`src/logic/arcade_defines.svh`:
```
`ifndef ARC_DEFINES_SVH
`define ARC_DEFINES_SVH

// width of the download address
`define ARC_IOCTL_AW 25

// memory port word address and data widths
`define ARC_PORT_AW 23
`define ARC_PORT_DW 16

// download address where the tile ROMs begin
`define ARC_TILE_BASE 25'h1A000

// shortest game reset in clk_sys cycles
`define ARC_RESET_HOLD 16

`endif

```
`src/logic/arcade_pkg.sv`:
```
`include "arcade_defines.svh"

package arcade_pkg;

	// loader progress through the ROM download
	typedef enum logic [1:0] {
		load_idle   = 2'd0,
		load_active = 2'd1,
		load_done   = 2'd2
	} load_state_t;

	// the status bits that this board actually decodes
	typedef struct packed {
		logic       reset_req;
		logic       rotate;
		logic [1:0] lives;
		logic [1:0] extend;
		logic       difficulty;
	} cfg_status_t;

	// one joystick, every bit active high
	typedef struct packed {
		logic coin;
		logic start;
		logic fire_b;
		logic fire_a;
		logic up;
		logic down;
		logic left;
		logic right;
	} joy_t;

	// byte-serial download stream
	typedef struct packed {
		logic                     download;
		logic                     wr;
		logic [`ARC_IOCTL_AW-1:0] addr;
		logic [7:0]               dout;
	} ioctl_t;

	// one toggle-request memory port
	// a request is any change of req and the other fields hold until the next one
	typedef struct packed {
		logic                    req;
		logic [`ARC_PORT_AW-1:0] addr;
		logic [1:0]              ds;
		logic                    we;
		logic [`ARC_PORT_DW-1:0] d;
	} mem_port_t;

	// DIP switch bytes as the game sees them, active low
	typedef struct packed {
		logic [7:0] dsw0;
		logic [7:0] dsw1;
	} dsw_t;

	// player input bytes, active low
	typedef struct packed {
		logic [7:0] inp0;
		logic [7:0] inp1;
		logic [7:0] inp2;
	} player_inputs_t;

endpackage

```
`src/logic/arcade_board_top.sv`:
```
`timescale 1ns/100ps

module arcade_board_top (
	input  logic                       clk_sys,
	input  logic                       rst_n,
	input  arcade_pkg::ioctl_t         ioctl,
	input  arcade_pkg::cfg_status_t    status,
	input  logic                       button_reset,
	input  arcade_pkg::joy_t           joy1,
	input  arcade_pkg::joy_t           joy2,
	output arcade_pkg::mem_port_t      port1,
	output arcade_pkg::mem_port_t      port2,
	output logic                       rom_loaded,
	output logic                       game_reset,
	output logic                       led,
	output arcade_pkg::dsw_t           dsw,
	output arcade_pkg::player_inputs_t inputs
);

	logic        byte_take;
	logic        loaded;
	logic        reset_src;

	// the game stays in reset until a complete image has been loaded
	assign reset_src  = status.reset_req | button_reset | ~loaded;
	assign rom_loaded = loaded;
	assign led        = ~ioctl.download;

	rom_load_ctrl u_rom_load_ctrl (
		.clk_sys   (clk_sys),
		.rst_n     (rst_n),
		.ioctl     (ioctl),
		.byte_take (byte_take),
		.loaded    (loaded),
		.state     ()
	);

	reset_stretch u_reset_stretch (
		.clk_sys    (clk_sys),
		.rst_n      (rst_n),
		.reset_src  (reset_src),
		.game_reset (game_reset)
	);

	rom_port_map u_rom_port_map (
		.clk_sys   (clk_sys),
		.rst_n     (rst_n),
		.ioctl     (ioctl),
		.byte_take (byte_take),
		.port1     (port1),
		.port2     (port2)
	);

	board_inputs u_board_inputs (
		.status (status),
		.joy1   (joy1),
		.joy2   (joy2),
		.dsw    (dsw),
		.inputs (inputs)
	);

endmodule

```
`src/logic/board_inputs.sv`:
```
`timescale 1ns/100ps

module board_inputs (
	input  arcade_pkg::cfg_status_t    status,
	input  arcade_pkg::joy_t           joy1,
	input  arcade_pkg::joy_t           joy2,
	output arcade_pkg::dsw_t           dsw,
	output arcade_pkg::player_inputs_t inputs
);
	import arcade_pkg::*;

	joy_t       joy1_m;
	joy_t       joy2_m;
	logic [7:0] dsw1_byte;
	logic [7:0] inp2_byte;

	// with the cabinet turned, the vertical stick axis drives left and right
	function automatic joy_t orient(input joy_t j, input logic rot);
		joy_t o;
		o = j;
		if (rot) begin
			o.left  = j.up;
			o.right = j.down;
		end
		return o;
	endfunction

	// each player byte carries the directions on top and fire A in bit 2, all active low
	function automatic logic [7:0] player_byte(input joy_t j);
		logic [7:0] raw;
		raw = {j.left, j.right, 3'b000, j.fire_a, 2'b00};
		return ~raw;
	endfunction

	assign joy1_m = orient(joy1, status.rotate);
	assign joy2_m = orient(joy2, status.rotate);

	// switch settings are inverted for the game and bit 7 is not wired
	assign dsw1_byte = {
		1'b0,
		~status.difficulty,
		~status.extend,
		~status.lives,
		2'b00
	};

	// start buttons and the coin slot share the system byte
	assign inp2_byte = ~{2'b00, joy2_m.start, joy1_m.start, 3'b000, joy1_m.coin};

	assign dsw = '{
		dsw0: 8'hFF,
		dsw1: dsw1_byte
	};

	assign inputs = '{
		inp0: player_byte(joy1_m),
		inp1: player_byte(joy2_m),
		inp2: inp2_byte
	};

endmodule

```
`src/logic/reset_stretch.sv`:
```
`timescale 1ns/100ps
`include "arcade_defines.svh"

module reset_stretch (
	input  logic clk_sys,
	input  logic rst_n,
	input  logic reset_src,
	output logic game_reset
);
	localparam int cnt_w = $clog2(`ARC_RESET_HOLD + 1);

	logic [cnt_w-1:0] count;
	logic [cnt_w-1:0] count_next;

	// reload on every active sample, then run down to zero and stay there
	always_comb begin
		if (reset_src)
			count_next = cnt_w'(`ARC_RESET_HOLD);
		else if (count != '0)
			count_next = count - cnt_w'(1);
		else
			count_next = count;
	end

	always_ff @(posedge clk_sys) begin
		if (!rst_n) begin
			count      <= cnt_w'(`ARC_RESET_HOLD);
			game_reset <= 1'b1;
		end else begin
			count <= count_next;
			// the output follows the next count so it drops on the last tick
			game_reset <= reset_src || (count_next != '0);
		end
	end

	// every request must reach the game by the following edge
	a_reset_prompt: assert property (
		@(posedge clk_sys) disable iff (!rst_n)
		reset_src |=> game_reset
	) else $error("game_reset late after reset source at %0t", $time);

endmodule

```
`src/logic/rom_load_ctrl.sv`:
```
`timescale 1ns/100ps

module rom_load_ctrl (
	input  logic                    clk_sys,
	input  logic                    rst_n,
	input  arcade_pkg::ioctl_t      ioctl,
	output logic                    byte_take,
	output logic                    loaded,
	output arcade_pkg::load_state_t state
);
	import arcade_pkg::*;

	load_state_t state_next;
	logic        wr_last;
	logic        dl_end;

	// the download ends on the first low sample while a transfer is running
	assign dl_end = (state == load_active) && !ioctl.download;

	always_comb begin
		state_next = state;
		case (state)
			load_idle: begin
				if (ioctl.download)
					state_next = load_active;
			end
			load_active: begin
				if (!ioctl.download)
					state_next = load_done;
			end
			load_done: begin
				// a second download rewrites the ROM but the image stays valid
				if (ioctl.download)
					state_next = load_active;
			end
			default: begin
				state_next = load_idle;
			end
		endcase
	end

	always_ff @(posedge clk_sys) begin
		if (!rst_n) begin
			state     <= load_idle;
			wr_last   <= 1'b0;
			byte_take <= 1'b0;
			loaded    <= 1'b0;
		end else begin
			state   <= state_next;
			wr_last <= ioctl.wr;
			// one pulse per rising write strobe while downloading
			byte_take <= ioctl.download & ioctl.wr & ~wr_last;
			if (dl_end)
				loaded <= 1'b1;
		end
	end

	// a byte can only be taken while the transfer is in progress
	a_take_only_active: assert property (
		@(posedge clk_sys) byte_take |-> (state == load_active)
	) else $error("byte_take outside load_active at %0t", $time);

	// once the image is in, only a board reset may forget it
	a_loaded_sticky: assert property (
		@(posedge clk_sys) (loaded && rst_n) |=> loaded
	) else $error("loaded fell without rst_n at %0t", $time);

endmodule

```
`src/logic/rom_port_map.sv`:
```
`timescale 1ns/100ps
`include "arcade_defines.svh"

module rom_port_map (
	input  logic                  clk_sys,
	input  logic                  rst_n,
	input  arcade_pkg::ioctl_t    ioctl,
	input  logic                  byte_take,
	output arcade_pkg::mem_port_t port1,
	output arcade_pkg::mem_port_t port2
);
	import arcade_pkg::*;

	logic [`ARC_IOCTL_AW-1:0] tile_off;
	logic [`ARC_PORT_AW-1:0]  p1_addr_map;
	logic [`ARC_PORT_AW-1:0]  p2_addr_map;
	logic [1:0]               p1_ds_map;
	logic [1:0]               p2_ds_map;

	logic                     req1_q;
	logic                     req2_q;
	logic [`ARC_PORT_AW-1:0]  p1_addr_q;
	logic [`ARC_PORT_AW-1:0]  p2_addr_q;
	logic [1:0]               p1_ds_q;
	logic [1:0]               p2_ds_q;
	logic [`ARC_PORT_DW-1:0]  d_q;

	// program ROMs are stored as plain 16-bit words with the byte lane in addr bit 0
	assign p1_addr_map = ioctl.addr[23:1];
	assign p1_ds_map   = {ioctl.addr[0], ~ioctl.addr[0]};

	// the two tile ROMs sit 16K apart and bit 14 picks the lane so they pair up
	// into one wider word, while bit 15 moves to the bottom of the word address
	assign tile_off    = ioctl.addr - `ARC_TILE_BASE;
	assign p2_addr_map = {6'd0, tile_off[17:16], tile_off[13:0], tile_off[15]};
	assign p2_ds_map   = {tile_off[14], ~tile_off[14]};

	always_ff @(posedge clk_sys) begin
		if (!rst_n) begin
			req1_q    <= 1'b0;
			req2_q    <= 1'b0;
			p1_addr_q <= '0;
			p2_addr_q <= '0;
			p1_ds_q   <= 2'b00;
			p2_ds_q   <= 2'b00;
			d_q       <= '0;
		end else if (byte_take) begin
			req1_q    <= ~req1_q;
			req2_q    <= ~req2_q;
			p1_addr_q <= p1_addr_map;
			p2_addr_q <= p2_addr_map;
			p1_ds_q   <= p1_ds_map;
			p2_ds_q   <= p2_ds_map;
			d_q       <= {2{ioctl.dout}};
		end
	end

	// write enable simply follows the download
	assign port1 = '{
		req:  req1_q,
		addr: p1_addr_q,
		ds:   p1_ds_q,
		we:   ioctl.download,
		d:    d_q
	};

	assign port2 = '{
		req:  req2_q,
		addr: p2_addr_q,
		ds:   p2_ds_q,
		we:   ioctl.download,
		d:    d_q
	};

	// both ports see every byte, so their request phases never drift apart
	a_req_lockstep: assert property (
		@(posedge clk_sys) port1.req == port2.req
	) else $error("port request bits diverged at %0t", $time);

endmodule

```
`config.mk`:
```
export PLATFORM = sky130hd
export DESIGN_NAME = arcade_board_top
export DESIGN_NICKNAME = d
export VERILOG_FILES = /design/src/logic/arcade_pkg.sv /design/src/logic/arcade_board_top.sv /design/src/logic/board_inputs.sv /design/src/logic/reset_stretch.sv /design/src/logic/rom_load_ctrl.sv /design/src/logic/rom_port_map.sv
export VERILOG_INCLUDE_DIRS = /design/src /design/src/logic
export SDC_FILE = /design/constraint.sdc
export NUM_CORES = 1
export LEC_CHECK = 0
export ABC_AREA = 1
export BUFFER_PORTS_ARGS = -buffer_cell sky130_fd_sc_hd__buf_2
export CAP_MARGIN = 5
export CORE_AREA = 2 2 100 78
export CTS_BUF_LIST = sky130_fd_sc_hd__clkbuf_16
export DETAILED_ROUTE_END_ITERATION = 8
export DIE_AREA = 0 0 102 80
export MAX_ROUTING_LAYER = met4
export PLACE_DENSITY = 0.76
export RECOVER_POWER = 100
export SETUP_SLACK_MARGIN = 0.3
export SYNTH_ARGS = -nofsm -noshare
export SYNTH_HDL_FRONTEND = slang
export SYNTH_SLANG_ARGS = --single-unit
```
`constraint.sdc`:
```
create_clock -name clk_sys -period 1.1 [get_ports clk_sys]
set_input_delay 0.275 -clock clk_sys [delete_from_list [all_inputs] [get_ports clk_sys]]
set_output_delay 0.275 -clock clk_sys [all_outputs]
set_load 0.01 [all_outputs]
```
# Word-level counts from Yosys, hierarchy flattened
# Cells that the tools add are included.
# op_classes
bitwise_logic,17
n_addsub,2
n_eq_ne,4
muxes,7
n_reduce_logical,8
# ops
cell,count
$sub 18x17->18 const B,1
$not 8->8,2
$mux 5,2
$reduce_bool 5->1,2
$mux 2,4
$not 1->1,8
$not 6->8,1
$sub 5x1->5 const B,1
$not 2->2,2
$pmux 2 s2,1
$and 1x1->1,2
$eq 2x1->1 const B,1
$eq 2x2->1 const B,1
$logic_not 2->1,1
$ne 2x1->1 const B,1
$ne 2x2->1 const B,1
$or 1x1->1,2
$reduce_and 2->1,1
$reduce_or 2->1,1
$logic_and 1x1->1,1
$logic_not 1->1,1
$logic_or 1x1->1,1
# totals
output_inout_bits,129
reg_bits,73
wordCells,51

# Logic depth before layout (Yosys ltp)
# Gate-level depths: netlist of run 1.
# depth
depth_word,5
depth_mapped,9

# Cells and area by module
# A second synthesis of run 1 with hierarchy kept.
# unflattened
hier_cells,364
area_unflattened_um2,2665.1
# by_module_without_submodules
module,seq_area_each_um2,instances,area_each_um2,cells_per_inst
rom_port_map,820.8,1,1850.5,233
board_inputs,0.0,1,319.1,59
reset_stretch,120.1,1,310.3,47
rom_load_ctrl,100.1,1,173.9,22
arcade_board_top,0.0,1,11.3,3

# Least setup slack after synthesis of run 1
# No wires, ideal clock.
# synth_timing
kind,reg-to-reg
start,reg u_reset_stretch.count[0]
end,reg u_reset_stretch.game_reset
period_less_slack_ns,1.137
path_stages_with_launch,10
arrival_ns,1.025
n_path_buf,0
setup_slack_ns,-0.037
cell_sequence,dfxtp_1 -> inv_1 -> ha_1 -> inv_1 -> nand2_1 -> nand2_1 -> nand3_1 -> nand2_1 -> nor2_2 -> nand2_1
# synth_via
elab_chain_len,5
word_cells_on_any_way,6
# synth_lines
item,line,text
start: declaration,reset_stretch.sv:12,logic [cnt_w-1:0] count;
start signal: assignment,reset_stretch.sv:27,count <= cnt_w'(`ARC_RESET_HOLD);
start signal: assignment,reset_stretch.sv:30,count <= count_next;
$sub 5x1->5 or $reduce_bool 5->1 (tied branches),"reset_stretch.sv:20, reset_stretch.sv:19",
$mux 5 (*),reset_stretch.sv:19,else if (count != '0)
$mux 5 (*),reset_stretch.sv:17,if (reset_src)
$reduce_bool 5->1 (*),reset_stretch.sv:32,game_reset <= reset_src || (count_next != '0);
$logic_or 1x1->1 (*),reset_stretch.sv:32,
end signal: assignment,reset_stretch.sv:32,
end: declaration,reset_stretch.sv:8,output logic game_reset
# Every way passes the cells marked *; elsewhere a longest branch is shown, timed or not.
# A chain may end at the register's enable or synchronous reset.

==> results of run 1 <==
## area by class of cell
class | count | area, um2 | share of cell area
well taps | 101 | 126 | 0.0267
clock buffers | 5 | 125 | 0.0265
inverters | 29 | 146 | 0.0310
multi-input cells | 202 | 1300 | 0.275
clock inverters | 3 | 18.8 | 0.00397
repair buffers | 195 | 1800 | 0.381
flip-flops and latches | 52 | 1140 | 0.241
repair inverters | 3 | 66.3 | 0.0140
## per-layer routing
layer,track usage,vias up
met5,-,-
met4,0.0547,0
met3,0.0350,13
met2,0.364,114
met1,0.230,1222
li1,-,1258
## logic make-up (layout without fill, tap and decap cells)
family | count (synthesis) | count (layout) | share of synthesized area
AND/OR/NAND/NOR | 113 | 113 | 0.182
AO/OA/AOI/OAI | 47 | 47 | 0.0914
adder cells (fa/ha/maj) | 2 | 2 | 0.00962
flip-flops | 52 | 52 | 0.400
XOR/XNOR | 4 | 4 | 0.0135
other | 2 | 32 | 0.00289
multiplexers | 4 | 4 | 0.0154
buffers and inverters | 116 | 235 | 0.285
## through the flow
| step | worst slack [ns] | instance area (um2) |
|---|---|---|
| after CTS | 0.0241 | 4390 |
| after detailed placement | -0.0939 | 3160 |
| after global placement | -0.0790 | 3160 |
| after floorplan | 0.0900 | 2900 |
| after global routing | -0.0400 | 4730 |
| final | 0.0163 | 4730 |
## worst register-to-register path: cells and delay by family, from the launching register on
| family | cells | cell delay, ns |
|---|---|---|
| compound gates | 1 | 0.15 |
| buf+inv | 2 | 0.37 |
| simple gates | 1 | 0.10 |
| flops | 1 | 0.39 |
## power by group through the flow
stage	registers (mW)	logic (mW)	clock network, mW
after floorplan	2.09	0.536	0
after global placement	2.06	0.679	0
after detailed placement	2.07	0.689	0
after CTS	2.05	1.01	1.59
after global routing	2.05	1.22	1.65
final	2.04	1.14	1.55
## repair_timing
| action | CTS | global route |
|---|---|---|
| cloned | 8 | 0 |
| setup endpoints to repair | 136 | 141 |
| setup buffers | 13 | 19 |
| gates resized for setup | 190 | 75 |
| pin swaps | 39 | 14 |
## registers in the layout, indices dropped and copies added (netlist names), 2 cells and up
signal / cells
u_reset_stretch.count: 5
u_rom_load_ctrl.state: 2
u_rom_port_map.d_q: 8
u_rom_port_map.p1_addr_q: 23
u_rom_port_map.p2_addr_q: 5
u_rom_port_map.p2_ds_q: 2
## path summary, 6_finish.rpt
path                                                           start                                  endpoint  slack, ns
worst min-delay path                                        ioctl[8]    u_rom_port_map.p1_ds_q[0]$_SDFFE_PN0P_       0.17
worst max register to register  u_rom_load_ctrl.byte_take$_SDFF_PN0_  u_rom_port_map.p2_addr_q[1]$_SDFFE_PN0P_       0.02
worst min register to register    u_rom_load_ctrl.wr_last$_SDFF_PN0_      u_rom_load_ctrl.byte_take$_SDFF_PN0_       0.40
worst max-delay path            u_rom_load_ctrl.byte_take$_SDFF_PN0_  u_rom_port_map.p2_addr_q[1]$_SDFFE_PN0P_       0.02
## cells in the mapped netlist
library cell	number	area [um2]
a211oi_1	1	7.51
a21oi_1	9	45.0
buf_2	8	40.0
buf_4	78	586
clkbuf_1	1	3.75
conb_1	2	7.51
dfxtp_1	52	1040
ha_1	2	25.0
inv_1	27	101
inv_2	1	3.75
inv_4	1	6.26
mux2i_1	4	40.0
nand2_1	21	78.8
nand3_1	5	25.0
nand3_2	1	10.0
nand3b_1	2	15.0
nand4_1	2	12.5
nor2_1	75	282
nor2_2	3	18.8
nor2_4	1	11.3
nor3_1	2	10.0
nor3_2	1	10.0
o21ai_0	17	85.1
o21ai_1	20	100
xnor2_1	4	35.0
==> run metrics, run 1 <==
Design Power 4.74 mW; Post-Syn Area 0.00260 mm2; Yosys warning count 0; WP data required 1.31 ns; die area 0.00816 mm2; max_cap viols 0; fmax 923 MHz; deepest clock path buffer count 2; switching fraction of total power 0.284; first-pass GRT wire length 12,100 um; hold_ws 0.173 ns; Lkg Pwr 2.19 nW; port buffer count 153; total CTS buffers 5; clk slew on worst S/H paths 0.07 ns; H-tree levels 2; internal power 3.40 mW; met1 WL 3500 um; final std cells w/o fill 590; syn_area_per_cell 7.65 um2; antenna viol nets, final 0; chip height 80 um; routed wl met2 4930 um; Worst Setup End Kind flip-flop; NetSw 1.34 mW; WP depth 4; VDD IR max 0.637 mV; Worst-Skew Late Latency 0.29 ns; FP Rows 27; crit path launch type flip-flop; vias in the first global route 2,447; Seq pwr share 0.431; Comb power frac 0.241; RD Place Congestion 0.743; global route total overflow 0; largest net degree at the start of global routing 25; crit path kind reg -> reg; DR pass1 iterations 4; metal3 WL 535 um; setup violators final 0; Clk pwr share 0.328; max incr delay on CP 0.39 ns; Root Buffer clkbuf_16; Vias 2,607; CP cell instances buf_12, clkbuf_4, nand2_1, a21oi_2; chip width 102 um; Sink Count 52; HPWL after DPL 4570 um; Tmin final 1.08 ns; FF-to-FF path depth 4; pwr/cell area 1000 mW/mm2; DRC viols 0; final wirelength 9100 um; sequential area share after synthesis 0.400; cell depth of the worst hold path 2; skew final 0.00360 ns; hold crit path type in -> reg; WP buf/inv 2; run status finished, final reports clean; Avg Vias per Cell 4.42; Nets 551; slowest CP cell dfxtp_4; initial antenna violation count 0; Tot GR Track Use 0.202; ANT cells 0; starting density of the core 0.363; most frequent cells in the layout buf_6, nor2_1, buf_2; Top delay family on crit path flip-flops; Ports 190; commonest non-fill, non-tap cell in the layout buf_6; unrepaired setup endpoints after global routing yes; Slew Viols, Final 0; setup_tns 0 ns; count of cell types in the netlist 25; cell count after synthesis 340; core area 0.00716 mm2; drt initial violations 41; Yosys reg bits 52; Area Overhead vs Synth 81.9%; dpl cells 542; CTS tree done; Post-Route Utilization 0.660; worst-path fanout max 7; share of post-route cells with drive strength above 1 0.650; wire length per cell 15.4 um; final hold violation count 0; Final Cycle Share 0.985; # fillers 579; critical path arrival 1.30 ns; highest routed layer met4; Hold-fix buffers, CTS 0
Power figures use the tool's default switching activity.
==> run 2, diff against run 1 <==
--- a/config.mk
+++ b/config.mk
@@ -6,15 +6,15 @@
 export SDC_FILE = /design/constraint.sdc
 export NUM_CORES = 1
 export LEC_CHECK = 0
-export ABC_AREA = 1
+export ABC_AREA = 0
 export BUFFER_PORTS_ARGS = -buffer_cell sky130_fd_sc_hd__buf_2
 export CAP_MARGIN = 5
-export CORE_AREA = 2 2 100 78
+export CORE_AREA = 2 2 102 79
 export CTS_BUF_LIST = sky130_fd_sc_hd__clkbuf_16
 export DETAILED_ROUTE_END_ITERATION = 8
-export DIE_AREA = 0 0 102 80
+export DIE_AREA = 0 0 104 81
 export MAX_ROUTING_LAYER = met4
-export PLACE_DENSITY = 0.76
+export PLACE_DENSITY = 0.75
 export RECOVER_POWER = 100
 export SETUP_SLACK_MARGIN = 0.3
 export SYNTH_ARGS = -nofsm -noshare
==> run 2 against run 1 <==
The run now ends with negative setup slack left. Clock power down 6%. Clock skew about the same. Combinational power down 23%. Synthesized area up 2.8%. Register-to-register slack worse by 0.51 ns. Fmax down 32%. Critical endpoint is now u_reset_stretch.count[1]$_SDFF_PN0_. Routed wire length down 27%. Clock-buffer cell count unchanged. First-iteration DRC count down 51%. Sequential power down 2%. Worst setup slack worse by 0.51 ns.
==> run metrics, run 2 <==
Worst Setup End Kind flip-flop; Tot GR Track Use 0.153; Slew Viols, Final 0; run status complete, but fails checks; Lkg Pwr 1.99 nW; Yosys warning count 0; setup violators final 6; DRC viols 0; Largest Register u_rom_port_map.p1_addr_q; largest net degree at the start of global routing 29; most frequent cells in the layout buf_6, buf_2, nor2b_1; slowest CP cell or4b_4; Sink Count 52; unrepaired setup endpoints after global routing yes; final hold violation count 0; initial antenna violation count 0; antenna viol nets, final 0; R2R Path Start u_reset_stretch.count[1]$_SDFF_PN0_; Slew headroom 0.658; final wirelength 6680 um; Post-synth ARST share 0; worst flop-to-flop path endpoint u_reset_stretch.count[1]$_SDFF_PN0_; failing checks negative setup slack; max_cap viols 0; top-count cell post-synth buf_4; crit path launch type flip-flop; FP Rows 28; number of synthesized flops with an enable pin 0; hold_sp ioctl[34]; chip width 104 um; hold crit path type in -> reg; cell types occupying the most area after synthesis dfxtp_1, buf_4, mux2i_1; Nets 478; skew final 0.00387 ns; Post-Syn Area 0.00267 mm2; DR pass1 iterations 4; commonest non-fill, non-tap cell in the layout buf_6; WP buf/inv 1; Yosys reg bits 52; registers with the most flip-flops u_rom_port_map.p1_addr_q x23, u_rom_port_map.d_q x8; Root Buffer clkbuf_16; post-synth top area cell dfxtp_1; HPWL after DPL 4110 um; VDD IR max 0.609 mV; Largest register FFs 23; Ports 190; max incr delay on CP 0.47 ns; cell depth of the worst hold path 3; cell count after synthesis 278; sequential area share after synthesis 0.389; Final Cycle Share 1.45; core area 0.00757 mm2; commonest cells in the synthesized netlist buf_4, dfxtp_1, mux2i_1, nor2b_1, inv_1; Top delay family on crit path simple AND/OR/NAND/NOR gates; Hold EP u_rom_load_ctrl.state[0]$_SDFFE_PN0P_; first-pass GRT wire length 10,000 um; WP data required 1.29 ns; fmax 626 MHz; syn_area_per_cell 9.62 um2; CTS tree done; Area Overhead vs Synth 66.7%; crit path kind reg -> reg; clk slew on worst S/H paths 0.06 ns; vias in the first global route 2,069; worst-margin pin slew 0.514 ns; setup ws final -0.497 ns; H-tree levels 2; Avg Vias per Cell 4.16; Tmin final 1.60 ns; critical path arrival 1.79 ns; drt initial violations 20; wire length per cell 12.8 um; dpl ws -0.466 ns; deepest clock path buffer count 2; starting density of the core 0.353; Vias 2,168; placed instance area 0.00332 mm2; die area 0.00842 mm2; Post-Route Utilization 0.589; Final Cell Area 0.00446 mm2; Synth top area share 0.389; share of post-route cells with drive strength above 1 0.644; pwr/cell area 973 mW/mm2; total CTS buffers 5; # fillers 645; worst-path fanout max 2; most common flop cell mapped by yosys dfxtp_1; port buffer count 153; chip height 81 um; flop2flop setup slack -0.50 ns; count of cell types in the netlist 27; Worst-Skew Late Latency 0.28 ns; global route total overflow 0; ANT cells 0; RD Place Congestion 0.676; CP cell instances inv_2, ha_4, or4b_4, mux2_4, nor4_4; FF-to-FF path depth 5
## run 2: cell types whose count changed in the layout (fill, tap and decap cells not counted), moves of 7 or more
| cell | delta |
|---|---|
| o21ai_2 | -23 |
| buf_4 | -9 |
| mux2i_1 | +33 |
| nand2_1 | -11 |
| clkbuf_1 | -13 |
| nor2_1 | -57 |
| buf_2 | +9 |
| nor2b_1 | +35 |
| inv_1 | -11 |
| nor2_4 | -13 |
| nor2_2 | -7 |
## run 2: worst max-delay path by stage
stage | startpoint | end | slack (ns) | cells after the start
after floorplan | u_reset_stretch.count[0]$_SDFF_PN0_ | u_reset_stretch.count[1]$_SDFF_PN0_ | -0.41 | 5
after detailed placement | u_reset_stretch.count[1]$_SDFF_PN0_ | u_reset_stretch.count[1]$_SDFF_PN0_ | -0.47 | 5
after global placement | u_reset_stretch.count[1]$_SDFF_PN0_ | u_reset_stretch.count[1]$_SDFF_PN0_ | -0.40 | 5
after global routing | u_reset_stretch.count[1]$_SDFF_PN0_ | u_reset_stretch.count[1]$_SDFF_PN0_ | -0.56 | 5
final | u_reset_stretch.count[1]$_SDFF_PN0_ | u_reset_stretch.count[1]$_SDFF_PN0_ | -0.50 | 5
after CTS | u_reset_stretch.count[1]$_SDFF_PN0_ | u_reset_stretch.count[1]$_SDFF_PN0_ | -0.46 | 5
## run 2: through the flow
stage / total power [mW] / hold WS (ns) / std cells / setup TNS (ns)
5_1_grt: 4.56 / 0.211 / 521 / -2.41
6_report: 4.34 / 0.209 / 521 / -2.02
2_1_floorplan: 2.54 / 0.345 / 308 / -1.32
3_3_place_gp: 2.65 / 0.376 / 492 / -1.63
4_1_cts: 4.35 / 0.206 / 515 / -1.78
3_5_place_dp: 2.67 / 0.381 / 492 / -1.91
## run 2: report_power, final
part / internal [mW] / switching [mW]
registers: 1.93 / 0.0631
logic: 0.511 / 0.371
clock network: 0.820 / 0.644
## run 2: worst reg2reg max path, cell delays in order, from the launching register on
cell	delay (ns)
dfxtp_2	0.34
inv_2	0.09
ha_4	0.14
or4b_4	0.47
mux2_4	0.34
nor4_4	0.14
## run 2: what timing repair did
action | CTS | global route
pin swaps | 1 | 1
gates resized for setup | 148 | 36
buffers inserted | 11 | 6
hold buffers | 0 | 0
gates cloned | 4 | 0
endpoints found under the setup margin | 135 | 143
## run 2: cells by family (layout without fill, tap and decap cells)
logic type	Yosys count	count (layout)	share of synthesized area
simple gates	61	61	0.148
compound gates	10	10	0.0187
xor+xnor	9	9	0.0295
other cells	2	32	0.00281
fa+ha+maj	2	2	0.00936
mux	41	41	0.155
buf+inv	101	209	0.247
flops	52	52	0.389
## run 2: area by class of cell
type	instances	area, um2	area share
clock inverter	3	11.3	0.00253
tap	105	131	0.0295
sequential	52	1140	0.255
inverter	17	83.8	0.0188
multi-input combinational	155	1230	0.276
clock buffer	5	125	0.0281
timing repair buffer	184	1740	0.390
## run 2: routing by layer
metal | vias to the layer above | global-route usage | wire, um
li1 | 1051 | - | -
met1 | 1010 | 0.167 | 2590
met2 | 103 | 0.286 | 3650
met3 | 4 | 0.0377 | 402
met4 | 0 | 0.0351 | 48
met5 | - | - | 0
